$ cat config.mk
export PLATFORM = sky130hd
export DESIGN_NAME = sdram_rd_ctrl
export DESIGN_NICKNAME = d
export VERILOG_FILES = /design/src/sdram_addr_pkg.sv /design/src/sdram_cmd_pkg.sv /design/src/sdram_bank.sv /design/src/sdram_bus_arbiter.sv /design/src/sdram_rd_ctrl.sv /design/src/sdram_req_decode.sv
export SDC_FILE = /design/constraint.sdc
export NUM_CORES = 1
export LEC_CHECK = 0
export BUFFER_PORTS_ARGS = -buffer_cell sky130_fd_sc_hd__buf_2
export CAP_MARGIN = 10
export CORE_UTILIZATION = 30
export CTS_BUF_LIST = sky130_fd_sc_hd__clkbuf_4 sky130_fd_sc_hd__clkbuf_8
export CTS_CLUSTER_SIZE = 28
export DETAILED_ROUTE_END_ITERATION = 6
export MAX_ROUTING_LAYER = met4
export PLACE_DENSITY = 0.51
export SLEW_MARGIN = 15
export SYNTH_ARGS = -nofsm -noshare
export SYNTH_HDL_FRONTEND = slang
export SYNTH_HIERARCHICAL = 1
export SYNTH_SLANG_ARGS = --single-unit
$ cat constraint.sdc
create_clock -name clk -period 12.7 [get_ports clk]
set_input_delay 3.81 -clock clk [delete_from_list [all_inputs] [get_ports clk]]
set_output_delay 3.81 -clock clk [all_outputs]
set_load 0.02 [all_outputs]
$ cat src/sdram_addr_pkg.sv
// host address layout and the request and data types, imported by the decoder, banks, arbiter and top
package sdram_addr_pkg;

    localparam int NBANK   = 4;
    localparam int BANK_W  = 2;
    localparam int ROW_W   = 13;
    localparam int COL_W   = 9;                 // sdram column, A[8:0]
    localparam int WCOL_W  = 7;                 // host word column
    localparam int HOST_AW = 22;
    localparam int BEAT_W  = 16;
    localparam int WORD_W  = 32;

    typedef logic [BANK_W-1:0]  bank_t;
    typedef logic [ROW_W-1:0]   row_t;
    typedef logic [COL_W-1:0]   col_t;          // always even, one word is two beats
    typedef logic [HOST_AW-1:0] host_addr_t;
    typedef logic [BEAT_W-1:0]  beat_t;
    typedef logic [WORD_W-1:0]  word_t;

    // host address split, top down: bank, row, word column
    localparam int ROW_LSB  = WCOL_W;
    localparam int BANK_LSB = WCOL_W + ROW_W;

    // request as seen by every bank machine
    typedef struct packed {
        row_t row;
        col_t col;
    } bank_req_t;

endpackage

$ cat src/sdram_cmd_pkg.sv
// SDRAM command encodings, device timing and the command bus type, imported by the banks and arbiter
package sdram_cmd_pkg;

    // command lines in pin order: cs_n, ras_n, cas_n, we_n
    typedef logic [3:0] sdram_cmd_t;

    localparam sdram_cmd_t CMD_NOP       = 4'b0111;
    localparam sdram_cmd_t CMD_PRECHARGE = 4'b0010;
    localparam sdram_cmd_t CMD_ACTIVE    = 4'b0011;
    localparam sdram_cmd_t CMD_READ      = 4'b0101;

    localparam int SDRAM_AW = 13;               // A[12:0]
    typedef logic [SDRAM_AW-1:0] sdram_a_t;

    // device timing in clock cycles, counted command to command on the pins
    localparam int T_RP    = 2;                 // precharge to activate
    localparam int T_RCD   = 2;                 // activate to read
    localparam int T_RRD   = 2;                 // activate to activate, any bank
    localparam int CAS_LAT = 2;                 // read to first beat
    localparam int BURST   = 2;                 // beats per read

    // wide enough for any of the wait times above
    typedef logic [1:0] tcnt_t;

    // one slot on the shared command bus
    typedef struct packed {
        sdram_cmd_t cmd;
        sdram_a_t   a;
    } sdram_bus_t;

    // what the pins carry when no bank holds the grant
    localparam sdram_bus_t BUS_NOP = '{cmd: CMD_NOP, a: '0};

endpackage

$ cat src/sdram_bank.sv
// per-bank machine of the read controller, keeps a row open and requests precharge, activate and read
module sdram_bank (
    input  logic                       clk,
    input  logic                       rst,
    input  logic                       rd,
    input  sdram_addr_pkg::bank_req_t  req,
    input  logic                       bg,
    input  logic                       all_act,
    input  logic                       all_dbusy,
    output logic                       br,
    output logic                       ack,
    output sdram_cmd_pkg::sdram_bus_t  bus
);
    import sdram_cmd_pkg::*;
    import sdram_addr_pkg::*;

    typedef enum logic [1:0] {
        ST_IDLE,
        ST_PRE_WAIT,
        ST_ACT_WAIT,
        ST_READ
    } bank_st_t;

    bank_st_t st;
    row_t     open_row;
    logic     prechd;       // bank closed, no row open
    tcnt_t    wait_cnt;

    logic hit;
    logic want_pre;
    logic want_act;
    logic want_rd;

    // what this bank would put on the bus right now
    always_comb begin
        hit      = !prechd && (open_row == req.row);
        want_pre = (st == ST_IDLE) && rd && !prechd && !hit;
        want_act = (st == ST_IDLE) && rd && prechd && !all_act;
        // row hit from idle, or the read after a fresh activate
        want_rd  = rd && !all_dbusy && (((st == ST_IDLE) && hit) || (st == ST_READ));
    end

    // br only when the command can go out this cycle,
    // so a grant never idles the bus
    assign br  = want_pre | want_act | want_rd;
    assign ack = bg & want_rd;              // read leaves the bank, request is done

    always_comb begin
        bus = '0;                           // merged by OR in the arbiter
        if (bg) begin
            if (want_pre) begin
                bus.cmd = CMD_PRECHARGE;    // A10 low, this bank only
            end else if (want_act) begin
                bus.cmd = CMD_ACTIVE;
                bus.a   = req.row;
            end else if (want_rd) begin
                bus.cmd = CMD_READ;
                bus.a   = sdram_a_t'(req.col);  // A10 low, no auto precharge
            end
        end
    end

    always_ff @(posedge clk or posedge rst) begin
        if (rst) begin
            st       <= ST_IDLE;
            prechd   <= 1'b1;
            wait_cnt <= '0;
        end else begin
            case (st)
                ST_IDLE: begin
                    if (bg && want_pre) begin
                        prechd   <= 1'b1;
                        wait_cnt <= tcnt_t'(T_RP - 2);
                        st       <= ST_PRE_WAIT;
                    end else if (bg && want_act) begin
                        prechd   <= 1'b0;
                        wait_cnt <= tcnt_t'(T_RCD - 2);
                        st       <= ST_ACT_WAIT;
                    end
                end
                // back to idle, which then activates since prechd is set
                ST_PRE_WAIT: begin
                    if (wait_cnt == '0) begin
                        st <= ST_IDLE;
                    end else begin
                        wait_cnt <= wait_cnt - 1'b1;
                    end
                end
                ST_ACT_WAIT: begin
                    if (wait_cnt == '0) begin
                        st <= ST_READ;
                    end else begin
                        wait_cnt <= wait_cnt - 1'b1;
                    end
                end
                ST_READ: begin
                    if (bg && want_rd) begin
                        st <= ST_IDLE;
                    end
                end
                default: st <= ST_IDLE;
            endcase
        end
    end

    // row register is only meaningful while prechd is low
    always_ff @(posedge clk) begin
        if (bg && want_act) begin
            open_row <= req.row;
        end
    end

endmodule

$ cat src/sdram_bus_arbiter.sv
// output side of the read controller, grants and registers the command bus and captures read data
module sdram_bus_arbiter (
    input  logic                             clk,
    input  logic                             rst,
    input  logic [sdram_addr_pkg::NBANK-1:0] br,
    input  sdram_cmd_pkg::sdram_bus_t        bank_bus [sdram_addr_pkg::NBANK],
    input  sdram_addr_pkg::beat_t            dq,
    output logic [sdram_addr_pkg::NBANK-1:0] bg,
    output logic                             all_act,
    output logic                             all_dbusy,
    output sdram_cmd_pkg::sdram_bus_t        sdram,
    output sdram_addr_pkg::bank_t            ba,
    output sdram_addr_pkg::word_t            dout,
    output logic                             data_ok
);
    import sdram_cmd_pkg::*;
    import sdram_addr_pkg::*;

    logic              granted;
    bank_t             grant_bank;
    sdram_bus_t        merged;
    logic              issue_act;
    logic              issue_rd;
    tcnt_t             act_cnt;     // tRRD window
    tcnt_t             dbusy_cnt;   // data bus reservation
    logic [CAS_LAT+1:0] rd_sr;      // bit k set k+1 cycles after a read was granted
    beat_t             beat_lo;

    // fixed priority, bank 0 first
    always_comb begin
        bg         = '0;
        granted    = 1'b0;
        grant_bank = '0;
        merged     = '0;
        for (int i = 0; i < NBANK; i++) begin
            if (br[i] && !granted) begin
                bg[i]      = 1'b1;
                granted    = 1'b1;
                grant_bank = bank_t'(i);
            end
            merged = merged | bank_bus[i];
        end
    end

    assign issue_act = granted && (merged.cmd == CMD_ACTIVE);
    assign issue_rd  = granted && (merged.cmd == CMD_READ);
    assign all_act   = (act_cnt != '0);
    assign all_dbusy = (dbusy_cnt != '0);

    always_ff @(posedge clk or posedge rst) begin
        if (rst) begin
            sdram     <= BUS_NOP;
            ba        <= '0;
            act_cnt   <= '0;
            dbusy_cnt <= '0;
            rd_sr     <= '0;
            data_ok   <= 1'b0;
        end else begin
            sdram <= granted ? merged : BUS_NOP;
            ba    <= granted ? grant_bank : ba;
            if (issue_act) begin
                act_cnt <= tcnt_t'(T_RRD - 1);
            end else if (act_cnt != '0) begin
                act_cnt <= act_cnt - 1'b1;
            end
            if (issue_rd) begin
                dbusy_cnt <= tcnt_t'(BURST - 1);
            end else if (dbusy_cnt != '0) begin
                dbusy_cnt <= dbusy_cnt - 1'b1;
            end
            rd_sr   <= {rd_sr[CAS_LAT:0], issue_rd};
            data_ok <= rd_sr[CAS_LAT+1];    // second beat on dq now
        end
    end

    always_ff @(posedge clk) begin
        if (rd_sr[CAS_LAT]) begin
            beat_lo <= dq;
        end
        if (rd_sr[CAS_LAT+1]) begin
            dout <= {dq, beat_lo};          // low beat in low half
        end
    end

endmodule

$ cat src/sdram_rd_ctrl.sv
// top of the read-only SDRAM controller, joins the request decoder, four bank machines and the bus arbiter
module sdram_rd_ctrl (
    input  logic                       clk,
    input  logic                       rst,
    input  sdram_addr_pkg::host_addr_t addr,
    input  logic                       rd,
    input  sdram_addr_pkg::beat_t      dq,
    output logic                       ack,
    output sdram_addr_pkg::word_t      dout,
    output logic                       data_ok,
    output sdram_cmd_pkg::sdram_cmd_t  sdram_cmd,
    output sdram_cmd_pkg::sdram_a_t    sdram_a,
    output sdram_addr_pkg::bank_t      sdram_ba
);
    import sdram_cmd_pkg::*;
    import sdram_addr_pkg::*;

    logic [NBANK-1:0] rd_bank;
    logic [NBANK-1:0] bank_ack;
    logic [NBANK-1:0] br;
    logic [NBANK-1:0] bg;
    bank_req_t        bank_req;
    sdram_bus_t       bank_bus [NBANK];
    sdram_bus_t       sdram_bus;
    logic             all_act;
    logic             all_dbusy;

    sdram_req_decode u_decode (
        .clk      (clk),
        .rst      (rst),
        .addr     (addr),
        .rd       (rd),
        .rd_bank  (rd_bank),
        .bank_req (bank_req),
        .ack      (ack),
        .bank_ack (bank_ack)
    );

    for (genvar i = 0; i < NBANK; i++) begin : g_bank
        sdram_bank u_bank (
            .clk       (clk),
            .rst       (rst),
            .rd        (rd_bank[i]),
            .req       (bank_req),
            .bg        (bg[i]),
            .all_act   (all_act),
            .all_dbusy (all_dbusy),
            .br        (br[i]),
            .ack       (bank_ack[i]),
            .bus       (bank_bus[i])
        );
    end

    sdram_bus_arbiter u_arbiter (
        .clk       (clk),
        .rst       (rst),
        .br        (br),
        .bank_bus  (bank_bus),
        .dq        (dq),
        .bg        (bg),
        .all_act   (all_act),
        .all_dbusy (all_dbusy),
        .sdram     (sdram_bus),
        .ba        (sdram_ba),
        .dout      (dout),
        .data_ok   (data_ok)
    );

    assign sdram_cmd = sdram_bus.cmd;
    assign sdram_a   = sdram_bus.a;

endmodule

$ cat src/sdram_req_decode.sv
// input side of the read controller, splits the host address and routes the read level to one bank
module sdram_req_decode (
    input  logic                               clk,
    input  logic                               rst,
    input  sdram_addr_pkg::host_addr_t         addr,
    input  logic                               rd,
    output logic [sdram_addr_pkg::NBANK-1:0]   rd_bank,
    output sdram_addr_pkg::bank_req_t          bank_req,
    output logic                               ack,
    input  logic [sdram_addr_pkg::NBANK-1:0]   bank_ack
);
    import sdram_addr_pkg::*;

    bank_t bank;
    logic  ack_q;       // host still sees its old request this cycle

    always_comb begin
        bank         = addr[BANK_LSB +: BANK_W];
        bank_req.row = addr[ROW_LSB +: ROW_W];
        // word column times two gives the even sdram column
        bank_req.col = col_t'({addr[WCOL_W-1:0], 1'b0});
    end

    // one-hot steering, held off right after an ack
    always_comb begin
        rd_bank       = '0;
        rd_bank[bank] = rd & ~ack_q;
    end

    assign ack = |bank_ack;     // at most one bank acks per cycle

    always_ff @(posedge clk or posedge rst) begin
        if (rst) begin
            ack_q <= 1'b0;
        end else begin
            ack_q <= ack;
        end
    end

endmodule

Word-level counts from Yosys, hierarchy flattened --
Cells that the tools add are included.
Word-level totals: flip-flop bits (word level) 149, input port bits 41, output and inout bits 53, word-level logic and storage cells 283
Operators by class: $add $sub $neg 6, order comparisons 2, eq/ne operators 38, muxes and demuxes 85, bitwise gates (word level) 18, reduce and logical (&&, ||, !) cells 108
Operator list (count):
- $mux W16 | 8
- $mux W17 | 5
- $mux W2 | 38
- $logic_and A1 B1 Y1 | 54
- $eq A13 B13 Y1 | 4
- $mux W13 | 4
- $or A17 B17 Y17 | 3
- $pmux W2 S4 | 4
- $reduce_bool A2 Y1 | 12
- $mux W1 | 17
- $eq A2 B2 Y1 const B | 8
- $logic_not A2 Y1 | 8
- $ne A2 B1 Y1 const B | 8
- $ne A2 B2 Y1 const B | 8
- $pmux W2 S2 | 4
- $reduce_and A4 Y1 | 4
- $logic_not A1 Y1 | 13
- $mux W3 | 4
- $ne A3 B3 Y1 const B | 4
- $reduce_and A3 Y1 | 4
- $sub A2 B1 Y2 const B | 6
- $eq A2 B1 Y1 const B | 4
- $or A1 B1 Y1 | 8
- $reduce_and A2 Y1 | 4
- other kinds (11) | 21

Logic depth before layout (Yosys ltp) --
Gate-level depths: netlist (run 1).
depth after elaboration 25, depth in mapped cells 16, mapped depth without buffers 15

Cells and area by module --
The synthesis (run 1) kept the hierarchy.
Modules (own cells, without submodules):
- sdram_bus_arbiter | times used 1, cells each 143, area each 2547.4 um^2, sequential area each 2145.8 um^2
- sdram_bank at g_bank[0].u_bank ... | times used 2, cells each 135, area each 1247.4 um^2, sequential area each 516.7 um^2
- sdram_bank at g_bank[2].u_bank ... | times used 2, cells each 114, area each 1182.4 um^2, sequential area each 516.7 um^2
- sdram_req_decode | times used 1, cells each 30, area each 244.0 um^2, sequential area each 25.0 um^2

Least setup slack after synthesis (run 1) --
Ideal clock, no wire load.
path type input to output, from input addr[21], to output ack, arrival time 6160 ps, required time 8890 ps, slack 2730 ps, stages 7, path buffers 0, cells stage by stage nor4b_1 nand3b_1 o2111ai_1 nor2_1 nand3b_1 nor2_1 or4_1
Between the ends: elaborated cells between the ends (all ways) 59, those cells by class order compare (2); mux (8); bitwise (13); reduce/logical (36)
RTL lines:
- from (decl) | RTL line sdram_rd_ctrl.sv:5 | input sdram_addr_pkg::host_addr_t addr,
- $lt A2 B3 Y1 (implied by the code) or $ge A2 B1 Y1 (tied branches) | RTL line sdram_req_decode.sv:27 | rd_bank[bank] = rd & ~ack_q;
- $logic_and A1 B1 Y1 (implied by the code) | RTL line sdram_req_decode.sv:27
- $mux W1 (implied by the code) | RTL line sdram_req_decode.sv:27
- $demux W1 S2 *
- $and A4 B4 Y4 (no line) *
- $logic_and A1 B1 Y1 | RTL line sdram_bank.sv:37, sdram_bank.sv:38
- $logic_and A1 B1 Y1 (on tied branches) (2 in series) | RTL line sdram_bank.sv:37, sdram_bank.sv:38
- $or A1 B1 Y1 | RTL line sdram_bank.sv:45 | assign br = want_pre | want_act | want_rd;
- [... 1 more ...]
- named net br[0] | RTL line sdram_rd_ctrl.sv:20 | logic [NBANK-1:0] br;
- $mux W1 * | RTL line sdram_bus_arbiter.sv:36 | if (br[i] && !granted) begin
- $logic_not A1 Y1 * | RTL line sdram_bus_arbiter.sv:36
- $logic_and A1 B1 Y1 * | RTL line sdram_bus_arbiter.sv:36
- $mux W1 * | RTL line sdram_bus_arbiter.sv:36
- named net bg[1] | RTL line sdram_rd_ctrl.sv:21 | logic [NBANK-1:0] bg;
- $and A1 B1 Y1 * | RTL line sdram_bank.sv:46 | assign ack = bg & want_rd;
- named net bank_ack[1] | RTL line sdram_rd_ctrl.sv:19 | logic [NBANK-1:0] bank_ack;
- $reduce_or A4 Y1 * | RTL line sdram_req_decode.sv:30 | assign ack = |bank_ack;
- to (decl) | RTL line sdram_rd_ctrl.sv:8 | output logic ack,
The timed path passes the listed nets; every way through them passes the cells marked *.

Worst setup path after layout (run 1) --
from input addr[21], to output ack
Between the ends: elaborated cells between the ends (all ways) 59, those cells by class order compare (2); mux (8); bitwise (13); reduce/logical (36)
RTL lines:
- $lt A2 B3 Y1 (implied by the code) or $ge A2 B1 Y1 (tied branches) | RTL line sdram_req_decode.sv:27
- $logic_and A1 B1 Y1 (implied by the code) | RTL line sdram_req_decode.sv:27
- $mux W1 (implied by the code) | RTL line sdram_req_decode.sv:27
- $demux W1 S2 *
- $and A4 B4 Y4 (no line) *
- named net rd_bank[0] | RTL line sdram_rd_ctrl.sv:18 | logic [NBANK-1:0] rd_bank;
- $logic_and A1 B1 Y1 | RTL line sdram_bank.sv:37, sdram_bank.sv:38
- $logic_and A1 B1 Y1 (on tied branches) (2 in series) | RTL line sdram_bank.sv:37, sdram_bank.sv:38
- [... 2 more ...]
- named net br[0] | RTL line sdram_rd_ctrl.sv:20
- $mux W1 * | RTL line sdram_bus_arbiter.sv:36
- $logic_not A1 Y1 * | RTL line sdram_bus_arbiter.sv:36
- $logic_and A1 B1 Y1 * | RTL line sdram_bus_arbiter.sv:36
- $mux W1 * | RTL line sdram_bus_arbiter.sv:36
- named net bg[1] | RTL line sdram_rd_ctrl.sv:21
- $and A1 B1 Y1 * | RTL line sdram_bank.sv:46
- named net bank_ack[1] | RTL line sdram_rd_ctrl.sv:19
- $reduce_or A4 Y1 * | RTL line sdram_req_decode.sv:30
Marked as above.

==> impl_results.rst, run 1 <==
.. list-table::
   :header-rows: 1

   * - Metric
     - Value
   * - Total power divided by cell area
     - between 100 and 150 nW/µm²
   * - Min cycle time layout
     - 10970 ps
   * - Number of antenna violations at the first check in global routing
     - 1
   * - Maximum root-to-sink buffer count
     - 2
   * - Final core occ
     - 0.345
   * - Starting utilization of the core area
     - 0.305
   * - Clk root buf
     - clkbuf_8
   * - Tightest Pin Transition
     - about 1100 ps
   * - Critical path fanouts, max
     - 9
   * - Required arrival time at the worst endpoint
     - between 8000 and 9000 ps
   * - Register clock-pin slew on the reported worst setup and hold paths
     - ~80 ps
   * - Stage delay of the slowest cell on the critical path
     - about 800 ps
   * - Die Footprint
     - around 26000 µm²
   * - Post-synth EDFFs
     - 100
   * - Clock buffers created by TritonCTS
     - 17
   * - Result of the run
     - finished clean
   * - Placed wire-length estimate
     - about 13000 µm
   * - Main synth FF type
     - edfxtp_1
   * - Internal power
     - around 0.87 mW
   * - Ratio of cells with drive above 1 in the final layout
     - 0.204
   * - Core area
     - around 25000 µm²
   * - Die span in y
     - about 160 µm
   * - Largest clock skew in the final design
     - ~18 ps
   * - First-pass GRT wire length
     - ~28000 µm
   * - Iteration-0 DRC Markers
     - 347
   * - Largest net degree at the start of global routing
     - 28
   * - Setup Fix Bufs, Post-CTS
     - 0
   * - Switch Pwr
     - ~0.43 mW
   * - Sequential element share of the synthesized area
     - 0.554
   * - Average cell area after synthesis
     - about 11 µm²
   * - # setup viols final
     - 0
   * - Number of vias per cell after detailed routing
     - 4.80
   * - Count of buffers from port buffering
     - slightly above 90
   * - Ports
     - 94
   * - Avg WL per Cell
     - around 16 µm
   * - Cell with the largest stage delay on the worst path
     - nor4b_1
   * - Number of max-capacitance violations reported
     - 0
   * - Tot Pwr
     - 1.29 mW
   * - DP Area
     - 8250 µm²
   * - Static Leak
     - roughly 3.5 nW
   * - Bufs and invs on worst path
     - 3
   * - Nets@finish
     - 809
   * - Clock tree from TritonCTS
     - done
   * - Combinational share of power
     - 0.240
   * - Worst setup slack before clock tree synthesis
     - about 1700 ps
   * - Area used by multi-input combinational logic
     - about 2900 µm²
   * - Wire length after detailed routing
     - roughly 18000 µm
   * - Critical path capture point type
     - output port
   * - Critical path start-end classification
     - in2out
   * - Number of placement rows
     - 58
   * - Unrepaired setup endpoints after global routing
     - no
   * - Total negative setup slack
     - 0 ps
   * - Number of hold-slack violations in the final timing report
     - 0
   * - Fraction of registers with async set or reset after synthesis
     - 0.329
   * - Sw Ratio
     - 0.329
   * - Critical Path, Cell by Cell
     - buf_2 > nor4b_1 > nand3b_1 > o2111ai_1 > buf_4 > nor2_1 > nand3b_1 > nor2_1 > or4_1 > buf_2
   * - Worst vdd ir
     - 0.0556 mV
   * - CTS H-Tree Depth
     - 4
   * - Synthesized instance count
     - between 600 and 700
   * - Number of global-route vias before repair
     - 4904
   * - Fill cells
     - approximately 2500
   * - Hold buffer count at CTS
     - 0
   * - Crit path launch type
     - input port
   * - Sequential cell area
     - between 4000 and 5000 µm²
   * - Distinct cell type count of the synthesized netlist
     - 62
   * - Clock sink total
     - 149
   * - Data arrival time of the critical path
     - 7160 ps
   * - Final design instance area without fill
     - 8670 µm²
   * - Count of TritonRoute iterations in the first routing pass
     - 7
   * - Synth-to-layout area growth
     - 13.4%
   * - Proportion of power drawn by flip-flops and latches
     - 0.455
   * - Post-cts repair resize count
     - 0
   * - Worst-case setup margin in the final layout
     - about 1700 ps
   * - Achievable Freq
     - roughly 91 MHz
   * - Relative slew slack
     - 0.271
   * - Tcrit/Tclk final
     - 0.863
   * - Register bit total from synthesis
     - 149
   * - Count of yosys warnings during synthesis
     - 6
   * - DRC violation count after routing
     - 0
   * - Mapped Area
     - about 7700 µm²
   * - Hold crit path type
     - reg2reg
   * - Proportion of power drawn by the clock network
     - 0.305
   * - Max-slew violation count
     - 0
   * - All-Layer GR Usage
     - 0.145
   * - Number of nets still failing antenna checks after routing
     - 0
   * - Worst skew pair latency
     - 450 ps
   * - Count of vias placed by the detailed router
     - 5228
   * - Die extent in x
     - between 150 and 200 µm
   * - Gr ovfl total
     - 0
   * - Placer's final routability congestion estimate
     - approximately 0.84
   * - Cell class contributing the biggest share of worst-path delay
     - simple AND/OR/NAND/NOR gates
-- cells in the mapped netlist, types with 4 or more instances --
cell       count  area, µm²
o21ai_1       14       70.1
and3_1        10       62.6
xor2_1        54        473
and4_1         4       35.0
nand2_1       63        236
o32ai_1        4       35.0
o21ai_0       14       70.1
a21oi_1       21        105
nor4_1        27        169
and2_1         8       50.1
dfstp_2        7        184
a32oi_1        4       35.0
o211ai_1       6       45.0
or3_1          4       25.0
buf_4         27        203
nand3_1       12       60.1
a22o_1        18        158
o2111ai_1      4       35.0
nor3_1         7       35.0
edfxtp_1     100       3000
ha_1          22        275
o2bb2ai_1      4       35.0
nand2b_1       4       25.0
buf_2          5       25.0
dfrtp_1       42       1050
conb_1         5       18.8
a211o_1        4       35.0
and2b_1        4       30.0
o21a_1         4       30.0
a21o_1         4       30.0
nand3b_1       8       60.1
buf_6          6       67.6
inv_1         39        146
nor4_2         5       62.6
nor2_1        55        206
-- worst register-to-register path: cells and delay by family (launching register included) --
| kind | cells | cell delay, ps |
|---|---|---|
| flops | 1 | 380 |
| xor+xnor | 1 | 170 |
| simple gates | 7 | 2140 |
| compound gates | 2 | 730 |
| buf+inv | 2 | 1090 |
-- per-layer routing --
layer | part of all wire | track usage | vias up
met4 | 0.011 | 0.0485 | 0
met5 | 0 | - | -
met3 | 0.041 | 0.0299 | 18
met2 | 0.46 | 0.219 | 145
li1 | - | - | 2557
met1 | 0.49 | 0.193 | 2508
-- worst paths after layout --
| path | end | slack [ps] | from | cells past startpoint |
|---|---|---|---|---|
| hold reg to reg | u_arbiter/rd_sr[2] | 360 | u_arbiter/rd_sr[1] | 0 |
| min in group asynchronous | u_decode/ack_q | 3260 | rst | 2 |
| setup / recovery | ack | 1730 | addr[21] | 10 |
| setup reg to reg | u_arbiter/sdram[6] | 8110 | g_bank[0].u_bank/open_row[12] | 12 |
| max in group asynchronous | u_arbiter/sdram[14] | 8820 | rst | 3 |
| hold / removal | u_arbiter/rd_sr[2] | 360 | u_arbiter/rd_sr[1] | 0 |
-- area by class of cell --
| cell class | instances | share of cell area |
|---|---|---|
| clock inverters | 13 | 0.0190 |
| repair buffers | 97 | 0.0571 |
| inverters | 41 | 0.0177 |
| well taps | 330 | 0.0476 |
| clock buffers | 19 | 0.0301 |
| multi-input cells | 440 | 0.340 |
| diodes | 1 | 0.000288 |
| flip-flops and latches | 149 | 0.489 |
-- logic make-up after synthesis --
family,synth area share
simple gates,0.163
flops,0.554
compound gates,0.121
buf+inv,0.0617
xor+xnor,0.0618
fa+ha+maj,0.0360
other cells,0.00245
-- sequential cells by signal, indices dropped and copies added, names as in the netlist --
name                    cells
u_arbiter/data_ok           1
u_arbiter/dbusy_cnt         2
u_arbiter/act_cnt           2
g_bank.u_bank/st            8
u_arbiter/sdram            17
u_decode/ack_q              1
u_arbiter/ba                2
u_arbiter/rd_sr             4
g_bank.u_bank/wait_cnt      8
g_bank.u_bank/prechd        4
u_arbiter/dout             32
g_bank.u_bank/open_row     52
u_arbiter/beat_lo          16
-- layout by cell type (no fill, tap or decap), types with 5 or more instances in the layout --
| cell type | instances |
|---|---|
| edfxtp_1 | 100 |
| buf_2 | 93 |
| nand2_1 | 63 |
| nor2_1 | 55 |
| xor2_1 | 54 |
| dfrtp_1 | 42 |
| inv_1 | 39 |
| nor4_1 | 27 |
| ha_1 | 22 |
| a21oi_1 | 21 |
| clkbuf_8 | 19 |
| a22o_1 | 18 |
| o21ai_0 | 14 |
| o21ai_1 | 14 |
| nand3_1 | 12 |
| and3_1 | 10 |
| nand3b_1 | 8 |
| and2_1 | 8 |
| nor3_1 | 7 |
| dfstp_2 | 7 |
| o211ai_1 | 6 |
| conb_1 | 6 |
| nor4_2 | 5 |
-- power by group through the flow --
stage / registers [mW] / logic, mW / clock network (mW)
global route: 0.593 / 0.345 / 0.429
global placement: 0.598 / 0.306 / 0
finish: 0.588 / 0.310 / 0.394
detailed placement: 0.599 / 0.307 / 0
CTS: 0.588 / 0.309 / 0.410
floorplan: 0.599 / 0.230 / 0
-- per-stage QoR --
| stage | std cells | hold WS, ps |
|---|---|---|
| floorplan | 672 | 331 |
| global placement | 1057 | 333 |
| detailed placement | 1057 | 341 |
| CTS | 1089 | 353 |
| global route | 1090 | 371 |
| finish | 1090 | 355 |
No activity file was read; power rests on OpenSTA's default activity.
==> inputs of run 2 (changes only) <==
- CORE_ASPECT_RATIO: not set -> 2
- CTS_BUF_LIST: sky130_fd_sc_hd__clkbuf_4 sky130_fd_sc_hd__clkbuf_8 -> not set
==> impl_results.rst, run 2 (synthesized netlist as in run 1, its figures left out) <==
.. list-table::
   :header-rows: 1

   * - Metric
     - Value
   * - Result of the run
     - finished clean
   * - # setup viols final
     - 0
   * - Number of cells on the worst reg-to-reg path
     - 12
   * - Ratio of cells with drive above 1 in the final layout
     - 0.208
   * - Clock sink total
     - 149
   * - Worst skew pair latency
     - roughly 440 ps
   * - First-pass GRT wire length
     - about 30000 µm
   * - Stage delay of the slowest cell on the critical path
     - 590 ps
   * - Critical Path, Cell by Cell
     - buf_2 > xor2_1 > nor4_1 > and4_1 > o2111ai_1 > buf_4 > nor4b_1 > nand3b_1 > nor2_1 > or4_1 > buf_2
   * - Hold crit path type
     - reg2reg
   * - Unrepaired setup endpoints after global routing
     - no
   * - Critical path fanouts, max
     - 12
   * - DP Area
     - just over 8000 µm²
   * - Number of max-capacitance violations reported
     - 0
   * - Data arrival time of the critical path
     - between 7000 and 8000 ps
   * - Nets@finish
     - ~810
   * - Hold wc startpoint
     - u_arbiter/rd_sr[1]
   * - Number of vias per cell after detailed routing
     - 4.89
   * - Bufs and invs on worst path
     - 3
   * - Number of global-route vias before repair
     - 5451
   * - Die extent in x
     - between 100 and 150 µm
   * - Critical path capture point type
     - output port
   * - Biggest regs
     - g_bank.u_bank/open_row: 52 flops, u_arbiter/dout: 32 flops, u_arbiter/sdram: 17 flops
   * - Critical path start-end classification
     - in2out
   * - Max reg flops
     - 52
   * - Tcrit/Tclk final
     - 0.884
   * - Number of placement rows
     - 82
   * - Setup Fix Bufs, Post-CTS
     - 0
   * - Cell with the largest stage delay on the worst path
     - nor4_1
   * - Die span in y
     - 228 µm
   * - Most common cell on crit path
     - buf_2
   * - Crit Reg-Reg Startpoint
     - g_bank[0].u_bank/open_row[0]
   * - Die Footprint
     - 26200 µm²
   * - Tightest Pin Transition
     - ~1100 ps
   * - Ports
     - 94
   * - Wire length after detailed routing
     - approximately 19000 µm
   * - Number of hold-slack violations in the final timing report
     - 0
   * - Number of nets still failing antenna checks after routing
     - 0
   * - Tot Pwr
     - approximately 1.4 mW
   * - Clock buffers created by TritonCTS
     - 17
   * - Final design instance area without fill
     - about 9000 µm²
   * - Endpoint of the most critical register-to-register path
     - u_arbiter/sdram[0]
   * - Fill cells
     - around 2500
   * - Total power divided by cell area
     - ~160 nW/µm²
   * - Placer's final routability congestion estimate
     - around 0.8
   * - Number of antenna violations at the first check in global routing
     - 0
   * - Static Leak
     - roughly 3.6 nW
   * - Placed wire-length estimate
     - between 10000 and 15000 µm
   * - Starting utilization of the core area
     - 0.306
   * - Largest clock skew in the final design
     - 15.8 ps
   * - Iteration-0 DRC Markers
     - 371
   * - Total negative setup slack
     - 0 ps
   * - Max-slew violation count
     - 0
   * - Most common library cell in the layout ignoring fill and taps
     - edfxtp_1
   * - Setup slack, reg-to-reg
     - roughly 7600 ps
   * - Most flop-heavy register
     - g_bank.u_bank/open_row
   * - Min cycle time layout
     - about 11000 ps
   * - DRC violation count after routing
     - 0
   * - Final core occ
     - 0.356
   * - Gr ovfl total
     - 0
   * - Required arrival time at the worst endpoint
     - just under 9000 ps
   * - Achievable Freq
     - slightly below 90 MHz
   * - Cell class contributing the biggest share of worst-path delay
     - simple AND/OR/NAND/NOR gates
   * - Core area
     - 25000 µm²
   * - CTS H-Tree Depth
     - 4
   * - Clock tree from TritonCTS
     - done
   * - All-Layer GR Usage
     - 0.159
   * - Hold buffer count at CTS
     - 0
   * - Antenna diode count
     - 0
   * - Register clock-pin slew on the reported worst setup and hold paths
     - roughly 60 ps
   * - Hold-critical path depth
     - 0
   * - Worst-case hold path end point
     - u_arbiter/rd_sr[2]
   * - Worst vdd ir
     - around 0.085 mV
   * - Count of buffers from port buffering
     - 93
   * - Final-layout worst hold slack
     - 352 ps
   * - Leading cell types in the layout, fill and taps excluded
     - edfxtp_1, buf_2, nand2_1, nor2_1, xor2_1
   * - Count of TritonRoute iterations in the first routing pass
     - 4
   * - Maximum root-to-sink buffer count
     - 2
   * - Clk root buf
     - clkbuf_16
   * - Synth-to-layout area growth
     - 16.5%
   * - Post-cts repair resize count
     - 0
   * - Avg WL per Cell
     - 17.4 µm
   * - Largest net degree at the start of global routing
     - 32
   * - Count of vias placed by the detailed router
     - approximately 5400
   * - Crit path launch type
     - input port
   * - Relative slew slack
     - 0.288
## run 2: per-layer routing
layer | vias to the layer above | track usage | share of wire
li1 | 2563 | - | -
met1 | 2625 | 0.150 | 0.36
met2 | 154 | 0.288 | 0.56
met3 | 36 | 0.0329 | 0.038
met4 | 0 | 0.0958 | 0.045
met5 | - | - | 0
## run 2: worst max-delay path by stage
stage               startpoint  endpoint  cells after the start  slack (ps)
global placement       addr[7]       ack                     11        1520
detailed placement     addr[7]       ack                     11        1470
finish                 addr[7]       ack                     11        1470
floorplan             addr[21]       ack                      7        2730
global route          addr[14]       ack                     11        1200
CTS                    addr[7]       ack                     11        1460
## run 2: per-stage QoR
step,setup WS [ps],std cells
floorplan,2730,672
global placement,1520,1067
detailed placement,1470,1067
CTS,1460,1099
global route,1200,1099
finish,1470,1099
## run 2: cell type report
class / instances / area, µm² / share of cell area
well taps: 336 / 420 / 0.0472
repair buffers: 101 / 526 / 0.0589
inverters: 41 / 154 / 0.0173
clock buffers: 19 / 443 / 0.0497
clock inverters: 13 / 189 / 0.0212
multi-input cells: 440 / 2950 / 0.330
flip-flops and latches: 149 / 4240 / 0.475
## run 2: power breakdown
part | switching (mW) | total [mW] | internal, mW
Sequential | 0.0283 | 0.587 | 0.558
Combinational | 0.203 | 0.320 | 0.118
Clock | 0.213 | 0.535 | 0.322
Total | 0.444 | 1.44 | 0.998
==> inputs of run 3 (changes only) <==
- CORE_UTILIZATION: 30 -> 35
- PLACE_DENSITY: 0.51 -> 0.57
==> impl_results.rst, run 3 (synthesized netlist as in run 1, its figures left out) <==
.. list-table::
   :header-rows: 1

   * - Metric
     - Value
   * - Most flop-heavy register
     - g_bank.u_bank/open_row
   * - Placer's final routability congestion estimate
     - about 0.82
   * - Gr ovfl total
     - 0
   * - Internal power
     - between 1 and 1.5 mW
   * - Tcrit/Tclk final
     - 0.855
   * - Fill cells
     - 2107
   * - Core area
     - between 20000 and 25000 µm²
   * - Iteration-0 DRC Markers
     - 198
   * - Number of nets still failing antenna checks after routing
     - 0
   * - Switch Pwr
     - 0.443 mW
   * - Critical path start-end classification
     - in2out
   * - Number of cells on the worst reg-to-reg path
     - 12
   * - Register clock-pin slew on the reported worst setup and hold paths
     - about 60 ps
   * - Setup Fix Bufs, Post-CTS
     - 0
   * - Number of placement rows
     - 76
   * - Achievable Freq
     - 92.1 MHz
   * - Static Leak
     - around 3.6 nW
   * - Hold-critical path depth
     - 0
   * - Clock tree from TritonCTS
     - done
   * - Min cycle time layout
     - roughly 11000 ps
   * - Die extent in x
     - approximately 110 µm
   * - Ports
     - 94
   * - Total negative setup slack
     - 0 ps
   * - Largest net degree at the start of global routing
     - 30
   * - Number of max-capacitance violations reported
     - 0
   * - Leading cell types in the layout, fill and taps excluded
     - edfxtp_1, buf_2, nand2_1, nor2_1, xor2_1
   * - All-Layer GR Usage
     - 0.179
   * - Clock buffers created by TritonCTS
     - 17
   * - Max reg flops
     - between 50 and 60
   * - Post-cts repair resize count
     - 0
   * - Wire length after detailed routing
     - around 18000 µm
   * - Ratio of cells with drive above 1 in the final layout
     - 0.207
   * - Count of buffers from port buffering
     - 93
   * - Worst setup slack before clock tree synthesis
     - between 1500 and 2000 ps
   * - Max-slew violation count
     - 0
   * - DP Area
     - 8180 µm²
   * - Crit path launch type
     - input port
   * - Unrepaired setup endpoints after global routing
     - no
   * - Synth-to-layout area growth
     - 15.6%
   * - Proportion of power drawn by flip-flops and latches
     - 0.402
   * - Combinational share of power
     - 0.216
   * - Die span in y
     - between 200 and 250 µm
   * - Non-filler instance count after layout
     - between 1000 and 1500
   * - Hold buffer count at CTS
     - 0
   * - Number of antenna violations at the first check in global routing
     - 0
   * - Number of hold-slack violations in the final timing report
     - 0
   * - Result of the run
     - finished clean
   * - Total power divided by cell area
     - 165 nW/µm²
   * - Clock sink total
     - 149
   * - Worst skew pair latency
     - 440 ps
   * - Count of TritonRoute iterations in the first routing pass
     - 5
   * - Critical path fanouts, max
     - 12
   * - CTS H-Tree Depth
     - 4
   * - Worst-case setup margin in the final layout
     - between 1500 and 2000 ps
   * - Relative slew slack
     - 0.256
   * - Maximum root-to-sink buffer count
     - 2
   * - Hold crit path type
     - reg2reg
   * - Clk root buf
     - clkbuf_16
   * - # setup viols final
     - 0
   * - Required arrival time at the worst endpoint
     - slightly below 9000 ps
   * - Proportion of power drawn by the clock network
     - 0.382
   * - Most common library cell in the layout ignoring fill and taps
     - edfxtp_1
   * - First-pass GRT wire length
     - around 29000 µm
   * - Starting utilization of the core area
     - 0.356
   * - Placed Cells
     - around 1000
   * - Worst vdd ir
     - 0.0878 mV
   * - Biggest regs
     - g_bank.u_bank/open_row: 52 flops, u_arbiter/dout: 32 flops, u_arbiter/sdram: 17 flops
   * - Largest clock skew in the final design
     - slightly below 10 ps
   * - Critical path capture point type
     - output port
   * - Tightest Pin Transition
     - 1120 ps
   * - Sw Ratio
     - 0.304
   * - Nets@finish
     - 810
   * - DRC violation count after routing
     - 0
   * - Antenna diode count
     - 0
   * - Die Footprint
     - approximately 22000 µm²
   * - Avg WL per Cell
     - 17.7 µm
   * - Data arrival time of the critical path
     - approximately 7000 ps
   * - Number of global-route vias before repair
     - between 5000 and 6000
   * - Count of vias placed by the detailed router
     - 5278
   * - Placed wire-length estimate
     - between 10000 and 15000 µm
   * - Number of vias per cell after detailed routing
     - 5.11
   * - Final design instance area without fill
     - approximately 8800 µm²
==> run 3: changes by cell type in the layout (fill, tap and decap cells not counted) <==
cell       delta
buf_4         -3
bufinv_16     +1
clkbuf_1      -1
clkbuf_8      -1
clkinv_4      -1
clkinv_8      +1
inv_6         +1
==> run 3: per-layer routing <==
metal / part of all wire / vias up / GRT usage
li1: - / 2550 / -
met1: 0.37 / 2544 / 0.173
met2: 0.56 / 150 / 0.332
met3: 0.041 / 34 / 0.0324
met4: 0.035 / 0 / 0.0949
met5: 0 / - / -
==> run 3: power groups by stage <==
stage	logic (mW)	clock network (mW)	registers [mW]
2_1_floorplan	0.230	0	0.599
3_3_place_gp	0.314	0	0.596
3_5_place_dp	0.314	0	0.596
4_1_cts	0.316	0.571	0.586
5_1_grt	0.352	0.588	0.591
6_report	0.314	0.556	0.586
==> run 3: per-stage QoR <==
stage | power [mW] | hold slack (ps) | utilization
final | 1.46 | 348 | 0.411
after global routing | 1.53 | 368 | 0.411
after CTS | 1.47 | 352 | 0.411
after detailed placement | 0.910 | 339 | 0.381
after global placement | 0.909 | 334 | 0.381
after floorplan | 0.829 | 331 | -
==> run 3: worst max-delay path, cell delays in order <==
cell,delay [ps]
buf_2,180
xor2_1,160
nor4_1,580
and4_1,590
a21oi_1,130
a21o_1,230
nor4b_1,640
nand3b_1,240
nor2_1,150
or4_1,130
buf_2,180
==> run 3: layout make-up <==
| class | instances | area, µm² | share of cell area |
|---|---|---|---|
| repair buffers | 98 | 503 | 0.0569 |
| clock buffers | 17 | 425 | 0.0481 |
| multi-input cells | 440 | 2950 | 0.333 |
| well taps | 273 | 342 | 0.0386 |
| clock inverters | 15 | 235 | 0.0266 |
| flip-flops and latches | 149 | 4240 | 0.479 |
| inverters | 41 | 154 | 0.0174 |
==> run 3: final timing paths <==
check                                              from                   to  slack (ps)
max                                            addr[10]                  ack        1850
min                                  u_arbiter/rd_sr[0]   u_arbiter/rd_sr[1]         350
max reg2reg                g_bank[2].u_bank/open_row[4]   u_arbiter/sdram[6]        8060
min reg2reg                          u_arbiter/rd_sr[0]   u_arbiter/rd_sr[1]         350
max in group asynchronous                           rst  u_arbiter/sdram[13]        8470
min in group asynchronous                           rst       u_decode/ack_q        3300
